## config.mk

```make
export PLATFORM = sky130hd
export DESIGN_NAME = ldpc_ibuf_top
export DESIGN_NICKNAME = d
export VERILOG_FILES = /design/src/logic/ldpc_cfg_pkg.sv /design/src/logic/ldpc_buf_pkg.sv /design/src/logic/ldpc_buf_if.sv /design/src/logic/ldpc_ibuf_top.sv /design/src/logic/llr_block_reader.sv /design/src/logic/llr_pingpong_buffer.sv /design/src/logic/llr_block_writer.sv
export SDC_FILE = /design/constraint.sdc
export NUM_CORES = 1
export LEC_CHECK = 0
export BUFFER_PORTS_ARGS = -buffer_cell sky130_fd_sc_hd__buf_2
export CAP_MARGIN = 20
export CORE_MARGIN = 5
export CORE_UTILIZATION = 61
export CTS_CLUSTER_SIZE = 20
export DETAILED_ROUTE_END_ITERATION = 16
export PLACE_DENSITY = 0.77
export SYNTH_ARGS = -nofsm -noshare
export SYNTH_HDL_FRONTEND = slang
export SYNTH_HIERARCHICAL = 1
export SYNTH_SLANG_ARGS = --single-unit
```

## constraint.sdc

```tcl
create_clock -name iclk -period 5.55 [get_ports iclk]
set_clock_uncertainty 0.1 [all_clocks]
set_input_delay 1.11 -clock iclk [delete_from_list [all_inputs] [get_ports iclk]]
set_output_delay 1.11 -clock iclk [all_outputs]
set_load 0.005 [all_outputs]
```

## src/logic/ldpc_cfg_pkg.sv

```systemverilog
package ldpc_cfg_pkg;

  // ------------------------------------------------
  // llr word geometry
  // ------------------------------------------------
  localparam int cLLR_W        = 5;                         // bits per soft bit
  localparam int cLLR_PER_WORD = 4;                         // llrs per bus word
  localparam int cWORD_W       = cLLR_W * cLLR_PER_WORD;    // 20

  // ------------------------------------------------
  // block and buffer geometry
  // ------------------------------------------------
  localparam int cDATA_WORDS  = 16;
  localparam int cPAR_WORDS   = 8;
  localparam int cBLOCK_WORDS = cDATA_WORDS + cPAR_WORDS;   // 24
  localparam int cPUNCT_WORDS = 2;                          // leading words stored as zero
  localparam int cADDR_W      = 5;                          // word index inside a block
  localparam int cDADDR_W     = $clog2(cDATA_WORDS);        // data ram, per bank
  localparam int cPADDR_W     = $clog2(cPAR_WORDS);         // parity ram, per bank
  localparam int cTAG_W       = 8;
  // downstream flow control
  localparam int cCREDITS     = 4;
  localparam int cCRED_W      = $clog2(cCREDITS + 1);       // counts 0..cCREDITS

endpackage
```

## src/logic/ldpc_buf_pkg.sv

```systemverilog
package ldpc_buf_pkg;

  import ldpc_cfg_pkg::*;

  // ------------------------------------------------
  // payload types
  // ------------------------------------------------
  typedef logic signed [cLLR_W-1:0] llr_t;          // one soft decision
  typedef llr_t [cLLR_PER_WORD-1:0] llr_word_t;     // llr 0 sits in the low bits
  typedef logic [cTAG_W-1:0]        tag_t;          // block tag, travels with the block

  // ------------------------------------------------
  // fsm states
  // ------------------------------------------------
  // producer side
  typedef enum logic [1:0] {
    WR_IDLE,    // waiting for word 0
    WR_DATA,    // words 1..15
    WR_PAR      // words 16..23
  } wr_state_t;

  // consumer side, close state reads the final word and frees the bank
  typedef enum logic [1:0] {
    RD_IDLE, RD_DATA, RD_PAR, RD_CLOSE
  } rd_state_t;

endpackage

```

## src/logic/ldpc_buf_if.sv

```systemverilog
// producer -> ping-pong buffer
interface buf_wr_if import ldpc_cfg_pkg::*, ldpc_buf_pkg::*; ();

  logic               write;      // store wdat this cycle
  logic               par_sel;    // 1 = parity ram
  logic [cADDR_W-1:0] waddr;      // address inside the selected ram
  logic               clear;      // store zero instead of wdat
  llr_word_t          wdat;
  tag_t               wtag;
  logic               wfull;      // last write of a block, closes the bank
  logic               wbank_free; // current write bank may take data

  modport writer (output write, par_sel, waddr, clear, wdat, wtag, wfull,
                  input  wbank_free);
  modport buffer (input  write, par_sel, waddr, clear, wdat, wtag, wfull,
                  output wbank_free);

endinterface

// ping-pong buffer -> consumer
interface buf_rd_if import ldpc_cfg_pkg::*, ldpc_buf_pkg::*; ();

  logic               rd;         // read strobe, rdat valid next cycle
  logic               par_sel;
  logic [cADDR_W-1:0] raddr;
  logic               rempty;     // last read, frees the bank
  logic               rbank_full; // current read bank holds a block
  llr_word_t          rdat;
  tag_t               rtag;       // tag of current read bank, no delay

  modport reader (output rd, par_sel, raddr, rempty,
                  input  rbank_full, rdat, rtag);
  modport buffer (input  rd, par_sel, raddr, rempty,
                  output rbank_full, rdat, rtag);

endinterface

```

## src/logic/ldpc_ibuf_top.sv

```systemverilog
module ldpc_ibuf_top
  import ldpc_buf_pkg::*;
(
  input  logic      iclk,
  input  logic      rst_n,
  // upstream, ready/valid
  input  logic      in_valid,
  output logic      in_ready,
  input  llr_word_t in_llr,
  input  tag_t      in_tag,
  // downstream, credit based
  output logic      out_valid,
  output llr_word_t out_llr,
  output logic      out_par,
  output logic      out_last,
  output tag_t      out_tag,
  input  logic      out_credit
);

  buf_wr_if wr_if ();
  buf_rd_if rd_if ();

  // ------------------------------------------------
  // producer, ping-pong store, consumer
  // ------------------------------------------------
  llr_block_writer writer_i (
    .iclk     (iclk),
    .rst_n    (rst_n),
    .in_valid (in_valid),
    .in_llr   (in_llr),
    .in_tag   (in_tag),
    .in_ready (in_ready),
    .wr       (wr_if.writer)
  );

  llr_pingpong_buffer buffer_i (
    .iclk  (iclk),
    .rst_n (rst_n),
    .wr    (wr_if.buffer),
    .rd    (rd_if.buffer)
  );

  llr_block_reader reader_i (
    .iclk       (iclk),
    .rst_n      (rst_n),
    .out_credit (out_credit),
    .out_valid  (out_valid),
    .out_par    (out_par),
    .out_last   (out_last),
    .out_llr    (out_llr),
    .out_tag    (out_tag),
    .rd         (rd_if.reader)
  );

endmodule

```

## src/logic/llr_block_reader.sv

```systemverilog
module llr_block_reader
  import ldpc_cfg_pkg::*, ldpc_buf_pkg::*;
(
  input  logic      iclk,
  input  logic      rst_n,
  input  logic      out_credit,
  output logic      out_valid,
  output logic      out_par,
  output logic      out_last,
  output llr_word_t out_llr,
  output tag_t      out_tag,
  buf_rd_if.reader  rd
);

  rd_state_t          state;
  logic [cADDR_W-1:0] cnt;        // word index inside the block
  logic [cCRED_W-1:0] cred;       // credits not yet spent by out_valid
  logic               can_rd;
  logic               walking;    // fsm is inside a bank
  logic               valid_q;
  logic               par_q;
  logic               last_q;
  tag_t               tag_q;      // held after the bank is freed

  // ------------------------------------------------
  // read issue
  // ------------------------------------------------
  // word in flight will spend a credit next cycle, so keep one back for it
  assign can_rd  = rd.rbank_full & (cred > cCRED_W'(out_valid));
  assign walking = (state != RD_IDLE);

  assign rd.rd      = walking & can_rd;
  assign rd.par_sel = (state == RD_PAR) | (state == RD_CLOSE);
  assign rd.raddr   = rd.par_sel ? cnt - cADDR_W'(cDATA_WORDS) : cnt;
  assign rd.rempty  = rd.rd & (state == RD_CLOSE);    // with word 23

  always_ff @(posedge iclk or negedge rst_n) begin
    if (!rst_n) begin
      state   <= RD_IDLE;
      cnt     <= '0;
      cred    <= cCRED_W'(cCREDITS);  // full pool
      valid_q <= 1'b0;
      par_q   <= 1'b0;
      last_q  <= 1'b0;
    end else begin
      // markers line up with rdat
      valid_q <= rd.rd;
      par_q   <= rd.rd & rd.par_sel;
      last_q  <= rd.rempty;
      cred    <= cred - cCRED_W'(valid_q) + cCRED_W'(out_credit);
      if (rd.rd) begin
        cnt <= rd.rempty ? '0 : cnt + 1'b1;
      end
      case (state)
        RD_IDLE: begin
          if (rd.rbank_full) begin
            state <= RD_DATA;
          end
        end
        RD_DATA: begin
          if (rd.rd && cnt == cADDR_W'(cDATA_WORDS - 1)) begin
            state <= RD_PAR;
          end
        end
        RD_PAR: begin
          if (rd.rd && cnt == cADDR_W'(cBLOCK_WORDS - 2)) begin
            state <= RD_CLOSE;      // one word left
          end
        end
        RD_CLOSE: begin
          if (rd.rd) begin
            state <= RD_IDLE;
          end
        end
        default: state <= RD_IDLE;
      endcase
    end
  end

  // tag latched at block start
  always_ff @(posedge iclk) begin
    if (state == RD_IDLE && rd.rbank_full) begin
      tag_q <= rd.rtag;
    end
  end

  assign out_valid = valid_q;
  assign out_par   = par_q;
  assign out_last  = last_q;
  assign out_llr   = rd.rdat;
  assign out_tag   = tag_q;

  // downstream must not over-return, and no word leaves without a credit
  a_cred_max: assert property (
    @(posedge iclk) disable iff (!rst_n) cred <= cCRED_W'(cCREDITS));
  a_valid_credit: assert property (
    @(posedge iclk) disable iff (!rst_n) out_valid |-> cred != '0);

endmodule

```

## src/logic/llr_pingpong_buffer.sv

```systemverilog
module llr_pingpong_buffer
  import ldpc_cfg_pkg::*, ldpc_buf_pkg::*;
(
  input logic      iclk,
  input logic      rst_n,
  buf_wr_if.buffer wr,
  buf_rd_if.buffer rd
);

  logic       wbank;      // bank being filled
  logic       rbank;      // bank being drained
  logic [1:0] full;       // one flag per bank

  // storage, bank bit on top of the address
  logic [cWORD_W-1:0] dram [2*cDATA_WORDS];
  logic [cWORD_W-1:0] pram [2*cPAR_WORDS];
  tag_t               tram [2];

  logic [cWORD_W-1:0]  wdat_m;    // write data after puncturing
  logic [cDADDR_W:0]   dwaddr;
  logic [cPADDR_W:0]   pwaddr;
  logic [cDADDR_W:0]   draddr;
  logic [cPADDR_W:0]   praddr;
  logic [cWORD_W-1:0]  rdat_q;

  // ------------------------------------------------
  // bank pointers and full flags
  // ------------------------------------------------
  always_ff @(posedge iclk or negedge rst_n) begin
    if (!rst_n) begin
      wbank <= 1'b0;
      rbank <= 1'b0;
      full  <= '0;      // both banks empty
    end else begin
      if (wr.wfull) begin
        full[wbank] <= 1'b1;
        wbank       <= ~wbank;
      end
      if (rd.rempty) begin
        full[rbank] <= 1'b0;    // never the bank just closed by wfull
        rbank       <= ~rbank;
      end
    end
  end

  assign wr.wbank_free = ~full[wbank];
  assign rd.rbank_full = full[rbank];   // visible the cycle after wfull

  // ------------------------------------------------
  // write port
  // ------------------------------------------------
  assign wdat_m = wr.clear ? '0 : wr.wdat;
  assign dwaddr = {wbank, wr.waddr[cDADDR_W-1:0]};
  assign pwaddr = {wbank, wr.waddr[cPADDR_W-1:0]};

  always_ff @(posedge iclk) begin
    if (wr.write) begin
      if (wr.par_sel) begin
        pram[pwaddr] <= wdat_m;
      end else begin
        dram[dwaddr] <= wdat_m;
      end
    end
    if (wr.wfull) begin
      tram[wbank] <= wr.wtag;     // tag ram written on block completion
    end
  end

  // ------------------------------------------------
  // read port, one cycle latency
  // ------------------------------------------------
  assign draddr = {rbank, rd.raddr[cDADDR_W-1:0]};
  assign praddr = {rbank, rd.raddr[cPADDR_W-1:0]};

  always_ff @(posedge iclk) begin
    if (rd.rd) begin
      rdat_q <= rd.par_sel ? pram[praddr] : dram[draddr];
    end
  end

  assign rd.rdat = rdat_q;
  assign rd.rtag = tram[rbank];   // combinational, tracks rbank

  // producer closes only a free bank, consumer frees only a full one
  a_wfull_free_bank: assert property (
    @(posedge iclk) disable iff (!rst_n) wr.wfull |-> !full[wbank]);
  a_rempty_full_bank: assert property (
    @(posedge iclk) disable iff (!rst_n) rd.rempty |-> full[rbank]);

endmodule

```

## src/logic/llr_block_writer.sv

```systemverilog
module llr_block_writer
  import ldpc_cfg_pkg::*, ldpc_buf_pkg::*;
(
  input  logic      iclk,
  input  logic      rst_n,
  input  logic      in_valid,
  input  llr_word_t in_llr,
  input  tag_t      in_tag,
  output logic      in_ready,
  buf_wr_if.writer  wr
);

  wr_state_t          state;
  logic [cADDR_W-1:0] cnt;        // word index inside the block
  tag_t               tag_q;      // taken with word 0
  logic               run_q;      // high from the first cycle out of reset
  logic               xfer;       // upstream handshake
  logic               last_word;

  // ------------------------------------------------
  // upstream handshake and buffer write side
  // ------------------------------------------------
  assign in_ready  = run_q & wr.wbank_free;   // stall demapper on busy bank
  assign xfer      = in_valid & in_ready;
  assign last_word = (cnt == cADDR_W'(cBLOCK_WORDS - 1));

  // write lands in the same cycle as the transfer
  assign wr.write   = xfer;
  assign wr.par_sel = (state == WR_PAR);
  assign wr.waddr   = wr.par_sel ? cnt - cADDR_W'(cDATA_WORDS) : cnt;  // parity from 0
  assign wr.clear   = (cnt < cADDR_W'(cPUNCT_WORDS));   // punctured words
  assign wr.wdat    = in_llr;
  assign wr.wtag    = tag_q;
  assign wr.wfull   = xfer & last_word;                 // with word 23

  // ------------------------------------------------
  // word sequencer
  // ------------------------------------------------
  always_ff @(posedge iclk or negedge rst_n) begin
    if (!rst_n) begin
      state <= WR_IDLE;
      cnt   <= '0;
      run_q <= 1'b0;
    end else begin
      run_q <= 1'b1;
      if (xfer) begin
        cnt <= last_word ? '0 : cnt + 1'b1;   // wrap for next block
        case (state)
          WR_IDLE: state <= WR_DATA;
          WR_DATA: begin
            if (cnt == cADDR_W'(cDATA_WORDS - 1)) begin
              state <= WR_PAR;                // switch to parity ram
            end
          end
          WR_PAR: begin
            if (last_word) begin
              state <= WR_IDLE;
            end
          end
          default: state <= WR_IDLE;
        endcase
      end
    end
  end

  // block tag, sampled with the first word
  always_ff @(posedge iclk) begin
    if (xfer && state == WR_IDLE) begin
      tag_q <= in_tag;
    end
  end

  // parity phase and word counter stay in step on every write
  a_phase_cnt: assert property (
    @(posedge iclk) disable iff (!rst_n)
    wr.write |-> wr.par_sel == (cnt >= cADDR_W'(cDATA_WORDS)));

endmodule

```

# Yosys cells after proc, flatten, opt, wreduce, memory -nomap -nowiden
# Memories as Yosys holds them, arrays and structs flattened. A register that Yosys moved wholly into a read port is not among the register bits.
# Cells that the tools add are included.
totals:
  regBits: 53
  ram_bits: 976
  input_bits: 32
  output_inout_bits: 32
  elab_cells: 101
  mem_count: 3
classes:
  add_sub_neg: 6
  n_lt_le_gt_ge: 6
  n_eq_ne: 15
  muxes: 32
  bitwise_logic: 14
  n_reduce_logical: 11
mem_list:
  columns: ["memory", "words", "width", "rd", "rd_clocked_by_memory_dff", "wr", "line_no", "text"]
  rows:
  - ["buffer_i.dram", 32, 20, 1, 0, 1, "llr_pingpong_buffer.sv:15", "logic [cWORD_W-1:0] dram [2*cDATA_WORDS];"]
  - ["buffer_i.pram", 16, 20, 1, 0, 1, "llr_pingpong_buffer.sv:16", "logic [cWORD_W-1:0] pram [2*cPAR_WORDS];"]
  - ["buffer_i.tram", 2, 8, 1, 1, 1, "llr_pingpong_buffer.sv:17", "tag_t tram [2];"]
op_table:
  columns: ["operator", "count"]
  rows:
  - ["2-to-1 mux 20 bit", 2]
  - ["2-to-1 mux 2 bit", 8]
  - ["2-to-1 mux 1 bit", 14]
  - ["adder 5 x 1 -> 5 bit (second input constant)", 2]
  - ["equality test 5 x 4 -> 1 bit (second input constant)", 2]
  - ["equality test 5 bit (second input constant)", 2]
  - ["2-to-1 mux 5 bit", 2]
  - ["2-to-1 mux 4 bit", 2]
  - ["!= test 2 x 1 -> 1 bit (second input constant)", 4]
  - ["one-hot mux 2 bit (4 select lines)", 1]
  - ["subtractor 4 x 1 -> 4 bit (second input constant)", 2]
  - ["AND 1 bit", 7]
  - ["equality test 2 bit (second input constant)", 3]
  - ["logical AND 1 bit", 6]
  - ["one-hot mux 2 bit (3 select lines)", 1]
  - ["less-than comparator 5 x 2 -> 1 bit (second input constant)", 1]
  - ["equality test 2 x 1 -> 1 bit (second input constant)", 2]
  - ["logical NOT 2 bit", 2]
  - ["less-than comparator 1 x 2 -> 1 bit (second input constant)", 2]
  - ["!= test 2 bit (second input constant)", 2]
  - ["AND reduction 4 bit", 1]
  - ["adder 3 x 1 -> 3 bit", 1]
  - ["> comparator 3 x 1 -> 1 bit", 1]
  - ["inverter 1 bit", 3]
  - ["9 further kinds", 11]

# Depth between registers and ports, before layout
depth:
  word_depth: 9
  ltp_mapped: 10

# Hierarchy
# The synthesis kept the hierarchy.
modules_own_cells:
  columns: ["mod", "instances", "cells_each", "area_each_um2", "seq_area_each_um2"]
  rows:
  - ["llr_pingpong_buffer", 1, 1909, 38807.2, 30008.8]
  - ["llr_block_reader", 1, 107, 1197.4, 566.8]
  - ["llr_block_writer", 1, 73, 832.0, 440.4]

# Least setup slack after synthesis
# Ideal clock, no wire load.
synth_path:
  kind: "in2reg"
  start: "input port in_valid"
  end: "memory buffer_i/dram[23][0] (netlist name), enable pin"
  setup_ns: 0.422
  t_arrival_ns: 3.331
  path_slack_ns: 1.697
  cell_stages: 5
  cell_sequence: "nand3_4 > inv_1 > nor2b_1 > nand3_1 > nor3_1"
synth_between:
  elab_chain_cells: 3
synth_lines:
  columns: ["element", "line_no", "text"]
  rows:
  - ["start, declared", "ldpc_ibuf_top.sv:7", "input logic in_valid,"]
  - ["AND 1 bit", "llr_block_writer.sv:24", "assign xfer = in_valid & in_ready;"]
  - ["via wr_if.write", "ldpc_buf_if.sv:4", "logic write;"]
  - ["2-to-1 mux 1 bit", "llr_pingpong_buffer.sv:57", "if (wr.write) begin"]
  - ["2-to-1 mux 1 bit (implied by the code)", "llr_pingpong_buffer.sv:61", "dram[dwaddr] <= wdat_m;"]
  - ["end, declared", "llr_pingpong_buffer.sv:15", null]
# The timed path passes the listed nets, and every way through them passes these cells.

# Final worst setup path
layout_path:
  start: "register buffer_i.wbank"
  end: "memory buffer_i/dram[7][10] (netlist name), enable pin"
layout_between:
  elab_chain_cells: 7
layout_lines:
  columns: ["element", "line_no", "text"]
  rows:
  - ["start, declared", "llr_pingpong_buffer.sv:10", "logic wbank;"]
  - ["start signal, assigned", "llr_pingpong_buffer.sv:37", "wbank <= ~wbank;"]
  - ["2-to-1 mux 1 bit (implied by the code) (2 in series)", "llr_pingpong_buffer.sv:46", "assign wr.wbank_free = ~full[wbank];"]
  - ["inverter 1 bit", "llr_pingpong_buffer.sv:46", null]
  - ["via wr_if.wbank_free", "ldpc_buf_if.sv:11", "logic wbank_free;"]
  - ["AND 1 bit", "llr_block_writer.sv:23", "assign in_ready = run_q & wr.wbank_free;"]
  - ["AND 1 bit", "llr_block_writer.sv:24", null]
  - ["via wr_if.write", "ldpc_buf_if.sv:4", null]
  - ["2-to-1 mux 1 bit", "llr_pingpong_buffer.sv:57", null]
  - ["2-to-1 mux 1 bit (implied by the code)", "llr_pingpong_buffer.sv:61", null]
# The timed path passes the listed nets, and every way through them passes these cells. The select of a mux whose other input is x is not followed.

==> results.yml <==
run_status:
  status: "finished clean"
worst_setup_path:
  critPathArrivalTime_ns: 4.36
  critPathLaunch: "buffer_i/wbank"
  r2r_setup_slack_ns: 1.34
  path_max_fanout: 20
  r2r-end: "buffer_i/dram[7][10]"
  crit_type: "flip-flop to flip-flop"
  path_buf_inv: 1
  critical-path-max-stage-delay_ns: 1.11
  cp-end-kind: "flip-flop"
  cpMaxStageDelayCell: "nor2_2"
  critPathTopFamily: "simple AND/OR/NAND/NOR gates"
  critPathLaunchType: "flip-flop"
  reg2reg_depth: 6
  crit_end: "buffer_i/dram[7][10]"
  worstReg2RegStart: "buffer_i/wbank"
  crit_chain: "mux2i_1, nand3_4, inv_1, nor2b_1, nand3_1, nor2_2"
  required_ns: 5.70
  cp.depth: 6
final_layout:
  fill_cells: 3981
  drive_gt1_share_pct: 21.83
  final_cell_mix: "edfxtp_1, mux2i_1, mux4_2, clkbuf_16, a22oi_1"
  area_growth_pct: 11.03
  ff_latch_area_um2: 31020
  fin_nets: 2209
  post-route-util_pct: 68.57
  multiInputGateArea_um2: 9041
  layout_commonest_cell: "edfxtp_1"
  n_antenna_cell: 0
floorplanning:
  die_h_um: 268.7
  core_area_um2: 66100
  die_w_um: 268.7
  start_util_pct: 61.76
  rows: 94
  pin_count: 64
  die_area_um2: 72190
global_route:
  antenna_found_initial: 4
  track_usage_pct: 26.65
  grt_first_pass_wirelength_um: 139000
  grt_overflow: 0
  grt_pass1_vias: 20534
  grt_max_degree: 81
sta:
  setup_viol: 0
  setup_slack_ns: 1.342
  hold_viol_final: 0
  max_freq_mhz: 237.6
  slew_headroom_pct: 25.88
  timing.final.crit_share_pct: 75.82
  rsz0062_at_grt: "no"
  tns_ns: 0
  finalMaxSlewViolations: 0
  worstMarginPinSlew_ns: 1.111
  fin_crit_ns: 4.208
cts:
  numCtsBuffers: 97
  cts_root_buf: "clkbuf_16"
  clk_path_buf_depth: 3
  cts_tree: "yes"
  path_clk_slew_ns: 0.06
  ctsResizeCount: 0
  worst_skew_pair.late_latency_ns: 0.66
  htree_levels: 3
  clock_sinks: 1037
  post_cts_buffers: 0
  ctsHoldBuffers: 0
detailed_routing:
  post_drt_wl_per_cell_um: 30.71
  vias: 20739
  ant_nets: 0
  drt_iter0_drc: 2736
  viasPerCell: 6.671
  drc: 0
  routed_wl_um: 95490
  drtPass1Iterations: 5
placement:
  gp_congestion: 0.8459
  dp_slack_ns: 1.372
  io_buffers: 63
  hpwl_um: 55420
yosys:
  yosysWarnings: 6
  syn-instance-count: 2087
  synth_area_per_cell_um2: 19.56
  netlist_area_um2: 40820
  synth_fp_nets: 2133
worst_hold_path:
  hold_class: "flip-flop to flip-flop"
power:
  peakVddDrop_v: 0.0006278
  leakagePower_nw: 14.79
  cellPowerDensity_nw_per_um2: 480.3
job:
  maxCapViolCount: 0
==> worst register-to-register path, cell delays in order, from the launching register on <==
cell	delay, ns
dfrtp_1	0.70
mux2i_1	0.38
nand3_4	0.17
inv_1	0.28
nor2b_1	0.34
nand3_1	0.72
nor2_2	1.12
==> where the power goes <==
group	leakage (nW)	switching, mW	internal, mW	total (mW)
Sequential	9.47	0.272	9.62	9.89
Combinational	3.78	3.41	1.88	5.29
Clock	1.53	2.80	3.79	6.59
==> area by class of cell <==
cell class                 count  area share [%]
clock buffer                 125           5.681
clock inverter                56           1.212
inverter                      16          0.1325
multi-input combinational    873           19.95
sequential                  1037           68.45
tap                          864           2.385
timing repair buffer         138           2.186
==> state kept, by name, summed over array words and instances, names as in the netlist <==
signal,count
buffer_i/rd.rdat,20
writer_i/run_q,1
buffer_i/full,2
buffer_i/wbank,1
reader_i/out_par,1
reader_i/cnt,5
writer_i/cnt,5
reader_i/cred,3
writer_i/state,2
buffer_i/tram,16
buffer_i/dram,640
reader_i/state,2
reader_i/out_tag,8
writer_i/wr.wtag,8
reader_i/out_valid,1
buffer_i/pram,320
buffer_i/rbank,1
reader_i/out_last,1
==> stage by stage <==
| step | std cells | total power, mW | area, um^2 | hold WS [ns] |
|---|---|---|---|---|
| final | 3109 | 21.77 | 45320 | 0.3494 |
| after global routing | 3109 | 22.42 | 45320 | 0.3673 |
| after CTS | 3102 | 21.74 | 45220 | 0.3493 |
| after detailed placement | 2921 | 15.26 | 42100 | 0.3389 |
| after global placement | 2921 | 15.09 | 42100 | 0.3231 |
| after floorplan | 2087 | 13.45 | 40820 | 0.3215 |
==> metal layers <==
layer	wire length (um)	track usage, %	up-vias
met1	34960	36.89	10667
met2	47130	43.14	1226
li1	-	-	8609
met4	3530	8.635	2
met5	7	0	-
met3	9865	6.141	235
==> worst min path at each step <==
stage                              from             endpoint  depth (start not counted)
floorplan           writer_i/wr.wtag[0]  buffer_i/tram[0][0]                          0
global placement    writer_i/wr.wtag[0]  buffer_i/tram[1][0]                          0
detailed placement  writer_i/wr.wtag[7]  buffer_i/tram[1][7]                          0
CTS                 writer_i/wr.wtag[7]  buffer_i/tram[1][7]                          0
global route        writer_i/wr.wtag[6]  buffer_i/tram[1][6]                          0
finish              writer_i/wr.wtag[3]  buffer_i/tram[0][3]                          0
Note: power is estimated with default switching activity, not from simulation.
